<file path="src/common/capture_pkg.sv">
package capture_pkg;

    // ======================================
    // Stream sideband
    // ======================================
    typedef logic [7:0]  tid_t;
    typedef logic [11:0] tdest_t;
    typedef logic [31:0] tuser_t;

    // Sideband as recorded for one packet, tid in the top bits
    typedef struct packed {
        tid_t   tid;
        tdest_t tdest;
        tuser_t tuser;
    } meta_t;

    localparam int meta_width = $bits(meta_t);

    // ======================================
    // Register side
    // ======================================
    typedef logic [15:0] axil_addr_t;
    typedef logic [31:0] axil_data_t;
    typedef logic [15:0] byte_len_t;
    typedef logic [1:0]  resp_t;

    localparam resp_t resp_okay = 2'b00;

    // Register map
    localparam axil_addr_t reg_control     = 16'h0000;
    localparam axil_addr_t reg_status      = 16'h0004;
    localparam axil_addr_t reg_pkt_len     = 16'h0008;
    localparam axil_addr_t reg_mem_size    = 16'h000C;
    localparam axil_addr_t reg_meta_width  = 16'h0010;
    localparam axil_addr_t reg_meta_lo     = 16'h0014;
    localparam axil_addr_t reg_meta_hi     = 16'h0018;

    // Packet memory is visible from here upwards
    localparam axil_addr_t mem_window_base = 16'h8000;

endpackage

</file>
<file path="src/common/pkt_mem_rd_if.sv">
`timescale 1ns/1ps

interface pkt_mem_rd_if #(
    parameter int DATA_BYTE_WID   = 8,
    parameter int PACKET_MEM_SIZE = 2048
);
    import capture_pkg::*;

    localparam int mem_depth = PACKET_MEM_SIZE / DATA_BYTE_WID;
    localparam int addr_wid  = $clog2(mem_depth);

    // Memory read port, data one cycle after the address
    logic [addr_wid-1:0]        rd_addr;
    logic [DATA_BYTE_WID*8-1:0] rd_data;

    // Capture status and control
    byte_len_t pkt_len;
    logic      done;
    logic      armed;
    logic      overflow;
    logic      arm;

    modport data_writer (input rd_addr, arm, output rd_data, pkt_len, done, armed, overflow);
    modport regs (output rd_addr, arm, input rd_data, pkt_len, done, armed, overflow);

endinterface

</file>
<file path="src/packet_capture/capture_regs.sv">
`timescale 1ns/1ps

module capture_regs #(
    parameter int DATA_BYTE_WID   = 8,
    parameter int PACKET_MEM_SIZE = 2048
) (
    input  logic                    clk,
    input  logic                    reset,
    input  capture_pkg::meta_t      meta,
    pkt_mem_rd_if.regs              mem_if,
    input  logic                    awvalid,
    output logic                    awready,
    input  capture_pkg::axil_addr_t awaddr,
    input  logic                    wvalid,
    output logic                    wready,
    input  capture_pkg::axil_data_t wdata,
    output logic                    bvalid,
    input  logic                    bready,
    output capture_pkg::resp_t      bresp,
    input  logic                    arvalid,
    output logic                    arready,
    input  capture_pkg::axil_addr_t araddr,
    output logic                    rvalid,
    input  logic                    rready,
    output capture_pkg::axil_data_t rdata,
    output capture_pkg::resp_t      rresp
);
    import capture_pkg::*;

    localparam int byte_sel_wid = $clog2(DATA_BYTE_WID);
    localparam int word_wid     = $clog2(PACKET_MEM_SIZE / DATA_BYTE_WID);
    localparam int lanes        = DATA_BYTE_WID / 4;

    typedef enum logic [1:0] {wr_idle, wr_ack, wr_resp} wr_state_t;
    typedef enum logic [1:0] {rd_idle, rd_ack, rd_wait, rd_resp} rd_state_t;

    wr_state_t   wr_state;
    rd_state_t   rd_state;
    axil_addr_t  addr_q;
    axil_addr_t  win_offset;
    logic        in_window;
    int unsigned lane_idx;

    // ======================================
    // Write channel
    // ======================================
    always_ff @(posedge clk)
    begin
        if (reset)
        begin
            wr_state <= wr_idle;
        end
        else
        begin
            case (wr_state)
                wr_idle: if (awvalid && wvalid) wr_state <= wr_ack;
                wr_ack:  wr_state <= wr_resp;
                wr_resp: if (bready) wr_state <= wr_idle;
                default: wr_state <= wr_idle;
            endcase
        end
    end

    assign awready = (wr_state == wr_ack);
    assign wready  = (wr_state == wr_ack);
    assign bvalid  = (wr_state == wr_resp);
    assign bresp   = resp_okay;

    // Arm strobe on the handshake cycle
    assign mem_if.arm = (wr_state == wr_ack) && (awaddr == reg_control) && wdata[0];

    // ======================================
    // Read channel
    // ======================================
    always_ff @(posedge clk)
    begin
        if (reset)
        begin
            rd_state <= rd_idle;
        end
        else
        begin
            case (rd_state)
                rd_idle: if (arvalid) rd_state <= rd_ack;
                rd_ack:  rd_state <= rd_wait;
                rd_wait: rd_state <= rd_resp;
                rd_resp: if (rready) rd_state <= rd_idle;
                default: rd_state <= rd_idle;
            endcase
        end
    end

    // Address held until the response is taken
    always_ff @(posedge clk)
    begin
        if (rd_state == rd_ack)
        begin
            addr_q <= araddr;
        end
    end

    assign arready = (rd_state == rd_ack);
    assign rvalid  = (rd_state == rd_resp);
    assign rresp   = resp_okay;

    // Memory window decode
    assign win_offset     = addr_q - mem_window_base;
    assign in_window      = (addr_q >= mem_window_base) && (int'(win_offset) < PACKET_MEM_SIZE);
    assign mem_if.rd_addr = win_offset[byte_sel_wid +: word_wid];
    assign lane_idx       = int'(win_offset[15:2]) % lanes;

    always_comb
    begin
        rdata = '0;
        if (in_window)
        begin
            rdata = mem_if.rd_data[lane_idx*32 +: 32];
        end
        else
        begin
            case (addr_q)
                reg_status:     rdata = axil_data_t'({mem_if.overflow, mem_if.armed, mem_if.done});
                reg_pkt_len:    rdata = axil_data_t'(mem_if.pkt_len);
                reg_mem_size:   rdata = axil_data_t'(PACKET_MEM_SIZE);
                reg_meta_width: rdata = axil_data_t'(meta_width);
                reg_meta_lo:    rdata = meta[31:0];
                reg_meta_hi:    rdata = axil_data_t'(meta[meta_width-1:32]);
                default:        rdata = '0;
            endcase
        end
    end

endmodule

</file>
<file path="src/flat_wrapper.sv">
// flat-port wrapper written by rule: the top's interface ports become plain ports
module capture_regs_flat import capture_pkg::*;
#(
    parameter int DATA_BYTE_WID   = 8,
    parameter int PACKET_MEM_SIZE = 2048
)
  (clk, reset, meta, awvalid, awready, awaddr, wvalid, wready, wdata, bvalid, bready, bresp, arvalid, arready, araddr, rvalid, rready, rdata, rresp, mem_if_rd_addr, mem_if_arm, mem_if_rd_data, mem_if_pkt_len, mem_if_done, mem_if_armed, mem_if_overflow);
  pkt_mem_rd_if #(.DATA_BYTE_WID(DATA_BYTE_WID), .PACKET_MEM_SIZE(PACKET_MEM_SIZE)) mem_if_i ();
  input  logic clk;
  input  logic reset;
  input  capture_pkg::meta_t meta;
  input  logic awvalid;
  output logic awready;
  input  capture_pkg::axil_addr_t awaddr;
  input  logic wvalid;
  output logic wready;
  input  capture_pkg::axil_data_t wdata;
  output logic bvalid;
  input  logic bready;
  output capture_pkg::resp_t bresp;
  input  logic arvalid;
  output logic arready;
  input  capture_pkg::axil_addr_t araddr;
  output logic rvalid;
  input  logic rready;
  output capture_pkg::axil_data_t rdata;
  output capture_pkg::resp_t rresp;
  output wire logic [$bits(mem_if_i.rd_addr)-1:0] mem_if_rd_addr;
  output wire logic [$bits(mem_if_i.arm)-1:0] mem_if_arm;
  input wire logic [$bits(mem_if_i.rd_data)-1:0] mem_if_rd_data;
  input wire logic [$bits(mem_if_i.pkt_len)-1:0] mem_if_pkt_len;
  input wire logic [$bits(mem_if_i.done)-1:0] mem_if_done;
  input wire logic [$bits(mem_if_i.armed)-1:0] mem_if_armed;
  input wire logic [$bits(mem_if_i.overflow)-1:0] mem_if_overflow;
  assign mem_if_rd_addr = mem_if_i.rd_addr;
  assign mem_if_arm = mem_if_i.arm;
  assign mem_if_i.rd_data = mem_if_rd_data;
  assign mem_if_i.pkt_len = mem_if_pkt_len;
  assign mem_if_i.done = mem_if_done;
  assign mem_if_i.armed = mem_if_armed;
  assign mem_if_i.overflow = mem_if_overflow;
  capture_regs #(.DATA_BYTE_WID(DATA_BYTE_WID), .PACKET_MEM_SIZE(PACKET_MEM_SIZE)) u_core (.clk(clk), .reset(reset), .meta(meta), .mem_if(mem_if_i), .awvalid(awvalid), .awready(awready), .awaddr(awaddr), .wvalid(wvalid), .wready(wready), .wdata(wdata), .bvalid(bvalid), .bready(bready), .bresp(bresp), .arvalid(arvalid), .arready(arready), .araddr(araddr), .rvalid(rvalid), .rready(rready), .rdata(rdata), .rresp(rresp));
endmodule
</file>
<file path="config.mk">
export PLATFORM = sky130hd
export DESIGN_NAME = capture_regs_flat
export DESIGN_NICKNAME = d
export VERILOG_FILES = /design/src/common/capture_pkg.sv /design/src/common/pkt_mem_rd_if.sv /design/src/packet_capture/capture_regs.sv /design/src/flat_wrapper.sv
export SDC_FILE = /design/constraint.sdc
export NUM_CORES = 1
export LEC_CHECK = 0
export ABC_AREA = 1
export BUFFER_PORTS_ARGS = -buffer_cell sky130_fd_sc_hd__buf_2
export CAP_MARGIN = 20
export CORE_AREA = 2 2 98 100
export CTS_CLUSTER_SIZE = 20
export DETAILED_ROUTE_END_ITERATION = 16
export DIE_AREA = 0 0 100 102
export SKIP_CTS_REPAIR_TIMING = 1
export SLEW_MARGIN = 20
export SYNTH_ARGS = -nofsm -noshare
export SYNTH_HDL_FRONTEND = slang
export SYNTH_SLANG_ARGS = --single-unit
</file>
<file path="constraint.sdc">
create_clock -name clk -period 3 [get_ports clk]
set_input_delay 0.3 -clock clk [delete_from_list [all_inputs] [get_ports clk]]
set_output_delay 0.3 -clock clk [all_outputs]
set_load 0.02 [all_outputs]
</file>
Word-level counts from Yosys, hierarchy flattened
Index checks and enable logic that the tools add are counted.

storage, ports and cells
  input bits = 206
  register bits after elaboration = 20
  output and inout bits = 50

cells by class
  shift-type cells = 1
  magnitude comparators = 2
  muxes and demuxes = 8
  add/subtract/negate cells = 1
  reductions and logical operators = 9
  equality and inequality tests = 15

operator list
  cell                      number
  $pmux W32 S6              1
  $shiftx A64 B7 Y32        1
  $eq A16 B5 Y1 const B     3
  $eq A16 B4 Y1 const B     2
  $mux W32                  1
  $eq A16 B3 Y1 const B     1
  $ge A16 B16 Y1 const B    1
  $logic_not A16 Y1         1
  $lt A16 B12 Y1 const B    1
  $sub A16 B16 Y16 const B  1
  $mux W2                   4
  $pmux W2 S4               1
  $eq A2 B2 Y1 const B      3
  $ne A2 B1 Y1 const B      3
  $pmux W2 S3               1
  $eq A2 B1 Y1 const B      2
  $logic_and A1 B1 Y1       4
  $logic_not A2 Y1          2
  $reduce_and A2 Y1         2
  $ne A2 B2 Y1 const B      1

Longest topological paths before layout
  word-level depth = 4
  mapped depth = 10
  depth with buffers taken out = 8

Worst setup path before layout
OpenSTA, ideal clock, no wires.

  path kind = register to output
  start = register u_core.addr_q[2]
  end = output port rdata[27]
  stages on the path, launching flop included = 6
  data arrival time = 1587 ps
  path slack = 1113 ps
  cell sequence = edfxtp_1 -> buf_6 -> inv_4 -> buf_2 -> nor2_1 -> o41ai_1

between the ends
  cells in the longest elaborated chain, start to end = 4
  elaborated cells on any way between the ends = 13

RTL lines
  what                    RTL line             source
  start, declared         capture_regs.sv:39   axil_addr_t addr_q;
  start signal, assigned  capture_regs.sv:98   addr_q <= araddr;
  $sub A16 B16 Y16        capture_regs.sv:107  assign win_offset = addr_q - mem_window_base;
  $lt A16 B12 Y1          capture_regs.sv:108  assign in_window = (addr_q >= mem_window_base) && (int'(win_offset) < PACKET_MEM_SIZE);
  $logic_and A1 B1 Y1     capture_regs.sv:108
  $mux W32 (*)            capture_regs.sv:115  if (in_window)
  end, declared           flat_wrapper.sv:26   output capture_pkg::axil_data_t rdata;

Mark *: on every way between the ends. The rest lies on a longest branch, timed or not.

Worst setup path after layout
  start = register u_core.addr_q[2]
  end = output port rdata[22]

Same word-level chain as after synthesis.

==> results.ini <==
[run_status]
status = finished, final reports clean

[timing]
finalSetupViolations = 0
finalCritPeriodShare = 0.8516
final-hold-violation-count = 0
skew_ns = 0.001899
finalSetupTns_ns = 0
period_needed_ns = 2.555
clock.fmax_mhz = 391.4
slew_violations = 0
rsz0062_at_grt = no

[placed_design]
numPortBuffers = 220
gp_congestion = 0.8079
dp_hpwl_microns = 6958

[routing]
avgRoutedWirePerCell_microns = 13.21
routed_via_density = 4.639
antenna_left = 0
drt_iter0_drc = 92
first_pass_iters = 4
routed_wl_microns = 8349
drc_errors = 0
vias = 2932

[final_layout]
syn2layout_area_growth_pct = 48.80
fin_util = 0.3665
nNetsFinal = 733
drive_above_1_share = 0.5278
seqCellArea_sq_um = 560.5
antenna_cells = 0
num-fill-cells = 996
multi_input_area_sq_mm = 0.001373

[global_routing]
grt_max_degree = 35
grt_overflow = 0
antenna_found_initial = 0
grt_usage = 0.1512
grt_pass1_vias = 2839
grt_pass1_wl_microns = 12550

[clock_network]
cts_tree = yes
clk_pin_slew_ns = 0.06
cts_made_buffers = 3
clkSinkCount = 20
clkLatencyLatePin_ns = 0.24
root_buffer = clkbuf_8
htree_levels = 1
clk_path_buf_depth = 2

[yosys]
yosysTopAreaCell = edfxtp_1
synth.ff_latch_count = 20
synth_top_area_frac = 0.2142
syn_avg_cell_area_sq_um = 6.967
yosysUniqueCellTypes = 31
syn-cell-area_sq_mm = 0.002243
ys_seq_area_frac = 0.2499
yosysWarningCount = 0
synthCells = 322
ys_top_cells_by_area = edfxtp_1, nand2_1, nor2_1, nand3_1, buf_4

[worst_setup_path]
cp-end-kind = output port
worstSetupPathType = flop to output port
path_max_fanout = 34
crit_path_cell_trace = inv_4 > nor2_4 > nand2_2 > nor2_4 > nand2_2 > inv_4 > nand2_1 > o41ai_1 > buf_2
worst_path_max_delay_cell = edfxtp_1
critPathMaxStageDelay_ns = 0.62
critPathLaunchType = flop
worstPathRequired_ns = 2.70
crit_arrival_ns = 2.25

[power]
vdd_drop_max_v = 0.0003274
total_power_mw = 1.284
p_per_area_mw_per_mm2 = 384.5
power_leakage_nw = 1.847

[floorplan]
dieArea_sq_mm = 0.01020
die_height_microns = 102
io_pins = 256
fp.coreArea_sq_mm = 0.009109
rows = 35
fp.dieW_microns = 100
start_util = 0.2463

[hold_path]
hold_path.class = primary input to flop

[flow_run]
maxCapViolations = 0

final cells by class:
type / instances / share of cell area
clock buffers: 3 / 0.01237
well taps: 111 / 0.04160
multi-input cells: 251 / 0.4112
inverters: 23 / 0.02811
flip-flops and latches: 20 / 0.1679
repair buffers: 224 / 0.3388
where the power goes:
part / internal [mW] / switching [mW]
sequential: 0.402 / 0.0578
combinational: 0.242 / 0.421
clock: 0.0889 / 0.0717
routing by layer:
layer	share of wire	track usage	wire, microns
met3	0.099	0.03352	826
met2	0.49	0.2957	4080
met4	0.012	0.03477	104
met1	0.40	0.1661	3337
met5	0	0	0
synth_stat cells, drive strengths merged:
master	number
a21oi	2
nand4	15
nand3	35
nor4	3
a211oi	1
dfxtp	4
o211ai	14
o21ai	4
conb	1
edfxtp	16
nor2	52
nand2	86
inv	23
ha	4
o41ai	12
nor3	4
buf	25
or2	15
clkbuf	6
critical path: cells and delay by family, from the launching register on:
family / cells / cell delay, ns
buffers and inverters: 3 / 0.72
DFF: 1 / 0.62
and+or+nand+nor: 5 / 0.55
AOI/OAI and AO/OA: 1 / 0.10
sequential cells by signal, summed over array words and instances, names as in the netlist:
register	flops
u_core.addr_q	16
u_core.rd_state	2
u_core.wr_state	2
kinds of logic (layout without fill, tap and decap cells):
family / after synthesis / after routing / synth area share
AOI/OAI and AO/OA: 33 / 33 / 0.1104
other: 1 / 4 / 0.001672
buffers and inverters: 54 / 250 / 0.1433
DFF: 20 / 20 / 0.2499
adders and majority gates: 4 / 4 / 0.02231
and+or+nand+nor: 210 / 210 / 0.4724
path summary, 6_finish.rpt:
path,from,endpoint,slack (ns),depth (start not counted)
max,u_core.addr_q[2]$_DFFE_PP_,rdata[22],0.45,9
min,araddr[7],u_core.addr_q[7]$_DFFE_PP_,0.23,1
max reg2reg,u_core.rd_state[1]$_SDFFE_PP0P_,u_core.addr_q[12]$_DFFE_PP_,1.67,3
min reg2reg,u_core.wr_state[1]$_SDFFE_PP0P_,u_core.wr_state[0]$_SDFFE_PP0P_,0.46,1
cell usage in the layout (no fill, tap or decap), types with 4 or more instances in the layout:
cell type / count
buf_2: 220
buf_4: 4
conb_1: 4
dfxtp_1: 4
edfxtp_1: 16
ha_1: 4
inv_1: 19
nand2_1: 71
nand2_2: 14
nand3_1: 31
nand3_2: 4
nand4_1: 15
nor2_1: 42
nor2_4: 5
nor3_1: 4
o211ai_1: 14
o41ai_1: 12
or2_2: 15
per-stage QoR:
| step | setup WS, ns | instances | instance area, sq um | hold slack, ns |
|---|---|---|---|---|
| global placement | 0.7236 | 629 | 3297 | 0.4309 |
| global route | 0.2825 | 632 | 3338 | 0.2172 |
| floorplan | 1.113 | 325 | 2255 | 0.3691 |
| finish | 0.4453 | 632 | 3338 | 0.2266 |
| detailed placement | 0.7102 | 629 | 3297 | 0.4473 |
| CTS | 0.4356 | 632 | 3338 | 0.2210 |
Note: power is estimated with default switching activity, not from simulation.
