==> src/common/capture_pkg.sv <==
package capture_pkg;

    // ======================================
    // Stream sideband
    // ======================================
    typedef logic [7:0]  tid_t;
    typedef logic [11:0] tdest_t;
    typedef logic [31:0] tuser_t;

    // Sideband as recorded for one packet, tid in the top bits
    typedef struct packed {
        tid_t   tid;
        tdest_t tdest;
        tuser_t tuser;
    } meta_t;

    localparam int meta_width = $bits(meta_t);

    // ======================================
    // Register side
    // ======================================
    typedef logic [15:0] axil_addr_t;
    typedef logic [31:0] axil_data_t;
    typedef logic [15:0] byte_len_t;
    typedef logic [1:0]  resp_t;

    localparam resp_t resp_okay = 2'b00;

    // Register map
    localparam axil_addr_t reg_control     = 16'h0000;
    localparam axil_addr_t reg_status      = 16'h0004;
    localparam axil_addr_t reg_pkt_len     = 16'h0008;
    localparam axil_addr_t reg_mem_size    = 16'h000C;
    localparam axil_addr_t reg_meta_width  = 16'h0010;
    localparam axil_addr_t reg_meta_lo     = 16'h0014;
    localparam axil_addr_t reg_meta_hi     = 16'h0018;

    // Packet memory is visible from here upwards
    localparam axil_addr_t mem_window_base = 16'h8000;

endpackage

==> src/packet_capture/capture_meta_latch.sv <==
`timescale 1ns/1ps

module capture_meta_latch (
    input  logic                clk,
    input  logic                reset,
    input  logic                beat_accept,
    input  logic                first_beat,
    input  capture_pkg::tid_t   tid,
    input  capture_pkg::tdest_t tdest,
    input  capture_pkg::tuser_t tuser,
    output capture_pkg::meta_t  meta
);
    import capture_pkg::*;

    meta_t meta_in;
    logic  take;

    // Sideband as it stands on the current beat
    assign meta_in.tid   = tid;
    assign meta_in.tdest = tdest;
    assign meta_in.tuser = tuser;

    // Only the opening beat of a packet counts
    assign take = beat_accept && first_beat;

    // Later changes on the sideband within the same packet are ignored
    always_ff @(posedge clk)
    begin
        if (reset)
        begin
            meta <= '0;
        end
        else if (take)
        begin
            meta <= meta_in;
        end
    end

endmodule

==> config.mk <==
export PLATFORM = sky130hd
export DESIGN_NAME = capture_meta_latch
export DESIGN_NICKNAME = d
export VERILOG_FILES = /design/src/common/capture_pkg.sv /design/src/packet_capture/capture_meta_latch.sv
export SDC_FILE = /design/constraint.sdc
export NUM_CORES = 1
export LEC_CHECK = 0
export BUFFER_PORTS_ARGS = -buffer_cell sky130_fd_sc_hd__buf_2
export CAP_MARGIN = 20
export CORE_MARGIN = 2
export CORE_UTILIZATION = 35
export DETAILED_ROUTE_END_ITERATION = 10
export PLACE_DENSITY = 0.69
export RECOVER_POWER = 50
export SLEW_MARGIN = 25
export SYNTH_ARGS = -nofsm -noshare
export SYNTH_HDL_FRONTEND = slang
export SYNTH_SLANG_ARGS = --single-unit
==> constraint.sdc <==
create_clock -name clk -period 1.25 [get_ports clk]
set_input_delay 0.0625 -clock clk [delete_from_list [all_inputs] [get_ports clk]]
set_output_delay 0.0625 -clock clk [all_outputs]
set_load 0.005 [all_outputs]
======== Word-level counts from Yosys, hierarchy flattened ========
Cells that the tools add are included.
cells by class
  reductions and logical operators ........ 1
operators with widths
  cell               number
  1-bit logical AND  1
word-level totals
  register bits after elaboration ......... 52
  input bits .............................. 56
  output and inout bits ................... 52
  word-level logic and storage cells ...... 4

======== Longest topological paths before layout ========
Gate-level depths: netlist of run 1.
  depth in word-level cells ............... 1
  gate-level depth with buffers ........... 5
  gate-level depth less buffers ........... 2

======== Worst setup path after synthesis of run 1 ========
No wires, ideal clock.
  kind .................................... input to register
  from .................................... in beat_accept
  to ...................................... reg meta[40] in the netlist's numbering
  setup time .............................. 0.066 ns
  data arrival time ....................... 0.725 ns
  required time ........................... 1.184 ns
  path slack .............................. 0.458 ns
  stages .................................. 5
  path buffers ............................ 3
  cells stage by stage .................... clkbuf_2 > buf_6 > buf_6 > a21bo_1 > a21oi_2
between the ends
  word-level cells in the longest chain between the ends .. 1
ends and longest elaborated chain
  element               line                      source
  from (decl)           capture_meta_latch.sv:6   input logic beat_accept,
  1-bit logical AND     capture_meta_latch.sv:24  assign take = beat_accept && first_beat;
  to (signal assigned)  capture_meta_latch.sv:35  meta <= meta_in;
  to (decl)             capture_meta_latch.sv:11  output capture_pkg::meta_t meta
Every way passes these cells.
A chain may end at the register's enable or synchronous reset.

======== Final worst setup path of run 1 ========
  from .................................... reg meta[48] in the netlist's numbering
  to ...................................... out meta[48] in the netlist's numbering
No word-level cell between the ends.

==> out/results.md, run 1 <==
STA
* 0 — number of setup violations in the final report
* 66.0% — period utilisation layout
* 82.6% — Worst slew margin
* 0.425 ns — crit path setup slack, layout
* 1.21 GHz — highest clock frequency the design can meet
* 0 ns — sum of negative setup slack
* 0.261 ns — slew of the pin with the lowest slew margin
* false — RSZ-0062 raised after global routing
* 0 — number of slew-limit violations in the final report
* 0 ns — Post-Route Skew
* 0 — number of hold violations in the final report
* 0.825 ns — shortest clock period the worst path allows after layout

Final layout
* 52 — Largest register FFs
* 1040 µm² — FF+latch area
* 394 — layout net count
* 33.9% — Area Overhead vs Synth
* 3050 µm² — summed area of non-filler cells in the final layout
* meta x52 — top flop regs
* 629 — fillcell total
* meta — register ranked first by flip-flop count
* 1070 µm² — total area of multi-input combinational cells
* 47.3% — ratio of cells with drive above 1 in the final layout
* 0 — number of antenna repair diodes
* 48.3% — core utilization of the finished layout

Yosys
* 238 — Mapped Cells
* 45.7% — Seq/Total Area, Yosys
* 294 — Synthesized Nets
* 0 — Synthesis Warnings
* 52 — Synth Register Bits
* 45.7% — share of the synthesized area in the top cell type
* 10 — number of distinct library cells after synthesis
* sky130_fd_sc_hd__dfxtp_1 — cell type contributing the most total cell area after synthesis
* sky130_fd_sc_hd__dfxtp_1, sky130_fd_sc_hd__a21bo_2, sky130_fd_sc_hd__nand3_1 — most area-consuming cells after synthesis
* 2280 µm² — mapped cell area
* 0% — share of synthesized flip-flops with an asynchronous set or reset
* sky130_fd_sc_hd__dfxtp_1 — Top FF cell, synth
* sky130_fd_sc_hd__dfxtp_1, sky130_fd_sc_hd__nand3_1, sky130_fd_sc_hd__a21oi_1 — top post-synthesis cells by count
* 9.58 µm² — post-synthesis area per instance
* 0 — number of enable flip-flop cells after synthesis

Place
* 0.692 — GPL Wtd Cong
* 0.410 ns — setup slack after placement
* 3.21 mm — half-perimeter wire length after placement
* 107 — number of port buffers
* 2850 µm² — area after detailed placement

Global route
* 8.31 mm — first-pass GRT wire length
* 0 — overflow left after global routing
* 1,892 — number of global-route vias before repair
* 0 — initial antenna violation count
* 13.9% — overall routing resource usage
* 54 — maximum number of pins on one net before global-route repair

Setup path
* 1.19 ns — required arrival time at the worst endpoint
* 1 — Buf/Inv on CP
* 0.35 ns — slowest stage delay, CP
* output pin — kind of end point of the critical path
* register — Critical Path Start Type
* buf_2 — cell-by-cell listing of the critical path
* flip-flops — cell family with the largest share of critical-path delay
* sky130_fd_sc_hd__dfxtp_1 — slowest CP cell
* register to output pin — CP Class
* 2 — highest net fanout along the worst path
* 0.76 ns — WP data arrival

Power and ir drop
* 23.9% — Switching Share
* 15.6% — combinational fraction of design power
* 786 µW — net switching power
* 2.50 mW — cell internal pwr
* 0.000479 V — peak supply drop
* 1.39 nW — static leakage
* 3.29 mW — overall power after layout
* 53.7% — share of total power in sequential cells
* 1080 nW/µm² — Cell Pwr Density
* 30.7% — Clk pwr share

Detailed routing
* 5.07 mm — final wirelength
* 4 — drt first pass iters
* 0 — DRC errors left
* 12.2 µm — routed length per instance
* 2,056 — via count
* 65 — starting DRC count in detailed routing
* 0 — Routed Antenna Nets
* 4.95 — Vias/cell

CTS
* 2 — H-tree depth
* sky130_fd_sc_hd__clkbuf_8 — cell chosen for the clock root
* built — clock tree from TritonCTS
* 0.29 ns — Skew-Pair Late Insertion Delay
* 2 — buffer depth of the longest clock path
* 52 — clock sink count
* 5 — Inserted Clock Buffers
* 0.09 ns — clock-pin slew reported for the worst setup and hold paths after clock tree synthesis

Floorplanning
* 6310 µm² — core footprint
* 36.1% — starting density of the core
* 108 — Top-Level Pins
* 7170 µm² — area of the die
* 29 — number of rows created at floorplan
* 84.7 µm — floorplan die width
* 84.7 µm — Die Ht

Outcome
* complete, no violations — result of the run

Flow run
* 0 — number of violations of the max-capacitance limit

Min path
* input port to register — Hold WC Path Type

## stage by stage
stage / hold WS, ns / instances
finish: 0.0105 / 415
global route: 0.00105 / 415
CTS: 0.000186 / 414
detailed placement: 0.321 / 397
global placement: 0.316 / 397
floorplan: 0.210 / 238
## cell type report
class / count / share of cell area, %
Timing Repair Buffer: 123 / 24.6
Clock buffer: 7 / 3.16
Tap cell: 77 / 3.16
Sequential cell: 52 / 34.1
Multi-Input combinational cell: 156 / 35.0
## logic make-up after synthesis
family / share of synthesized area (%)
simple gates: 11.4
buf+inv: 7.35
flops: 45.7
compound gates: 35.6
## power by group through the flow
| stage | clock network, mW | logic [mW] | registers, mW |
|---|---|---|---|
| global placement | 0 | 0.485 | 1.80 |
| global route | 1.12 | 0.566 | 1.77 |
| finish | 1.01 | 0.512 | 1.76 |
| CTS | 1.07 | 0.518 | 1.76 |
| detailed placement | 0 | 0.494 | 1.80 |
| floorplan | 0 | 0.282 | 1.81 |
## per-layer routing
metal,share of wire [%],wire length [µm],global-route usage (%),vias up
li1,-,-,-,1040
met1,46,2320,16.6,952
met2,47,2400,25.0,60
met3,6.2,313,3.54,4
met4,0.75,38,3.46,0
met5,0,0,0,-
## worst reg2reg max path, stage by stage (launching register included)
cell and delay [ns]:
sky130_fd_sc_hd__dfxtp_1 0.35, sky130_fd_sc_hd__a21bo_1 0.20, sky130_fd_sc_hd__a21oi_1 0.15
## final timing paths
check                               start  endpoint  slack [ns]  depth (start not counted)
worst max-delay path             meta[48]  meta[48]        0.43                          1
worst min-delay path            tuser[30]  meta[30]        0.01                          3
worst max register to register   meta[39]  meta[39]        0.49                          2
worst min register to register   meta[35]  meta[35]        0.57                          2
## what timing repair did
action / CTS / global route
endpoints found under the hold margin: 10 / 1
resized for setup: 0 / 0
setup buffers: 0 / 0
setup endpoints to repair: 0 / 0
hold buffers: 10 / 1
## cell usage in the layout (no fill, tap or decap), types with 5 or more instances in the layout
| cell type | count |
|---|---|
| sky130_fd_sc_hd__dfxtp_1 | 52 |
| sky130_fd_sc_hd__nand3_1 | 52 |
| sky130_fd_sc_hd__a21bo_2 | 34 |
| sky130_fd_sc_hd__a21oi_1 | 45 |
| sky130_fd_sc_hd__buf_12 | 5 |
| sky130_fd_sc_hd__a21bo_1 | 18 |
| sky130_fd_sc_hd__buf_2 | 105 |
| sky130_fd_sc_hd__clkbuf_8 | 7 |
| sky130_fd_sc_hd__a21oi_2 | 7 |
| sky130_fd_sc_hd__dlygate4sd3_1 | 11 |
Note: power is estimated with default switching activity, not from simulation.
==> inputs of run 2 (changes only) <==
==> constraint.sdc (replaced) <==
create_clock -name clk -period 0.8 [get_ports clk]
set_input_delay 0.04 -clock clk [delete_from_list [all_inputs] [get_ports clk]]
set_output_delay 0.04 -clock clk [all_outputs]
set_load 0.005 [all_outputs]
==> out/results.md, run 2 (synthesis gave the netlist of run 1 again) <==
Outcome
* complete, no violations — result of the run

Power and ir drop
* 1450 nW/µm² — Cell Pwr Density, +35%
* 0.000643 V — peak supply drop, +34%
* 1.63 nW — static leakage, +18%

Final layout
* 0 — number of antenna repair diodes, unchanged
* 1110 µm² — FF+latch area, +6.2%
* 62.3% — Area Overhead vs Synth
* 536 — fillcell total, -15%
* 3700 µm² — summed area of non-filler cells in the final layout, +21%
* 58.6% — ratio of cells with drive above 1 in the final layout, +11 points
* sky130_fd_sc_hd__buf_2, sky130_fd_sc_hd__nand3_1, sky130_fd_sc_hd__dfxtp_2 — leading cell types in the layout, fill and taps excluded
* 52 — Largest register FFs, unchanged
* 466 — Layout Cells excl Fill, +12%
* 1090 µm² — total area of multi-input combinational cells, +2.5%
* meta — register ranked first by flip-flop count
* 58.6% — core utilization of the finished layout, +10 points
* meta x52 — top flop regs
* 444 — layout net count, +13%
* sky130_fd_sc_hd__buf_2 — most common cell after layout, fill and taps aside

Detailed routing
* 13.3 µm — routed length per instance, +8.8%
* 4 — drt first pass iters, unchanged
* 0 — Routed Antenna Nets, unchanged
* 2,270 — via count, +10%
* 0 — DRC errors left, unchanged
* 4.87 — Vias/cell, -1.7%
* 6.19 mm — final wirelength, +22%
* 76 — starting DRC count in detailed routing, +17%

Setup path
* buf_6 — cell-by-cell listing of the critical path
* flip-flops — cell family with the largest share of critical-path delay
* 0.36 ns — slowest stage delay, CP, about the same
* 0.75 ns — WP data arrival, about the same
* 1 — Buf/Inv on CP, unchanged
* register to output pin — CP Class
* 2 — highest net fanout along the worst path, unchanged
* sky130_fd_sc_hd__dfxtp_2 — slowest CP cell
* register — Critical Path Start Type
* output pin — kind of end point of the critical path
* 0.76 ns — required arrival time at the worst endpoint, -0.43 ns

Place
* 0.737 — GPL Wtd Cong, +6.5%
* 407 — number of instances in the placed design, +2.5%
* 2940 µm² — area after detailed placement, +3.1%
* 3.59 mm — half-perimeter wire length after placement, +12%
* 107 — number of port buffers, unchanged

STA
* 0 ns — Post-Route Skew, unchanged
* 0.789 ns — shortest clock period the worst path allows after layout
* 0 — number of setup violations in the final report, unchanged
* true — RSZ-0062 raised after global routing
* 0.160 ns — slew of the pin with the lowest slew margin, -0.101 ns
* 89.3% — Worst slew margin, +6.7 points
* 98.6% — period utilisation layout
* 0 — number of hold violations in the final report, unchanged
* 1.27 GHz — highest clock frequency the design can meet
* 0 — number of slew-limit violations in the final report, unchanged

Floorplanning
* 84.7 µm — Die Ht, unchanged
* 108 — Top-Level Pins, unchanged
* 6310 µm² — core footprint, unchanged
* 29 — number of rows created at floorplan, unchanged
* 84.7 µm — floorplan die width, unchanged
* 7170 µm² — area of the die, unchanged
* 36.1% — starting density of the core, unchanged

Global route
* 0 — initial antenna violation count, unchanged
* 0 — overflow left after global routing, unchanged
* 9.54 mm — first-pass GRT wire length, +15%
* 2,125 — number of global-route vias before repair, +12%
* 16.2% — overall routing resource usage, +2.3 points
* 38 — maximum number of pins on one net before global-route repair, -30%

Min path
* input port to register — Hold WC Path Type

CTS
* built — clock tree from TritonCTS
* 0.29 ns — Skew-Pair Late Insertion Delay, about the same
* 5 — Inserted Clock Buffers, unchanged
* 0.09 ns — clock-pin slew reported for the worst setup and hold paths after clock tree synthesis, about the same
* 52 — clock sink count, unchanged
* sky130_fd_sc_hd__clkbuf_8 — cell chosen for the clock root
* 2 — H-tree depth, unchanged
* 2 — buffer depth of the longest clock path, unchanged
* 0 — setup repair bufs after CTS, unchanged

Flow run
* 0 — number of violations of the max-capacitance limit, unchanged

## run 2: cell count changes in the layout (fill, tap and decap cells not counted)
cell,change
sky130_fd_sc_hd__buf_4,+9
sky130_fd_sc_hd__buf_6,+12
sky130_fd_sc_hd__a21oi_2,+7
sky130_fd_sc_hd__clkbuf_1,+2
sky130_fd_sc_hd__buf_12,+1
sky130_fd_sc_hd__a21oi_1,-7
sky130_fd_sc_hd__dlygate4sd3_1,+40
sky130_fd_sc_hd__dfxtp_2,+52
sky130_fd_sc_hd__buf_2,-12
sky130_fd_sc_hd__dfxtp_1,-52
sky130_fd_sc_hd__clkbuf_8,-1
## run 2: what timing repair did
item,in CTS,in global routing
endpoints found under the setup margin,15,58
cloned,0,0
endpoints found under the hold margin,51,0
gates resized for setup,15,55
hold buffers,51,0
## run 2: path summary, 6_finish.rpt
path	start	to	slack, ns	cells past startpoint
max	meta[35]	meta[35]	0.01	1
min	tuser[22]	meta[22]	0.03	3
max reg2reg	meta[28]	meta[28]	0.04	2
min reg2reg	meta[29]	meta[29]	0.57	2
## run 2: metal layers
metal | global-route usage (%) | share of wire (%) | wire (µm) | up-vias
met2 | 28.0 | 51 | 3160 | 71
li1 | - | - | - | 1144
met3 | 3.54 | 4.7 | 289 | 4
met5 | 0 | 0 | 0 | -
met1 | 20.4 | 43 | 2690 | 1051
met4 | 4.18 | 0.78 | 48 | 0
## run 2: power by group
| part | total (mW) | switching (mW) | leakage [nW] | internal, mW |
|---|---|---|---|---|
| logic | 1.06 | 0.428 | 1.14 | 0.628 |
| clock network | 1.52 | 0.809 | 0.0455 | 0.708 |
| registers | 2.79 | 0.0606 | 0.447 | 2.73 |
| total | 5.36 | 1.30 | 1.63 | 4.06 |
## run 2: area by class of cell
| class | count | area share, % |
|---|---|---|
| Timing Repair Buffer | 173 | 35.5 |
| Clock buffer | 8 | 2.43 |
| Tap cell | 77 | 2.60 |
| Multi-Input combinational cell | 156 | 29.6 |
| Sequential cell | 52 | 29.9 |
## run 2: per-stage QoR
stage               power [mW]  hold slack, ns  setup slack, ns   TNS, ns
finish                    5.36          0.0278           0.0111         0
global route              5.65          0.0106          -0.0289    -0.570
CTS                       5.35         0.00413         -0.00256  -0.00329
detailed placement        3.63           0.300          -0.0392   -0.0812
global placement          3.62           0.293           0.0170         0
floorplan                 3.27           0.187           0.0309         0
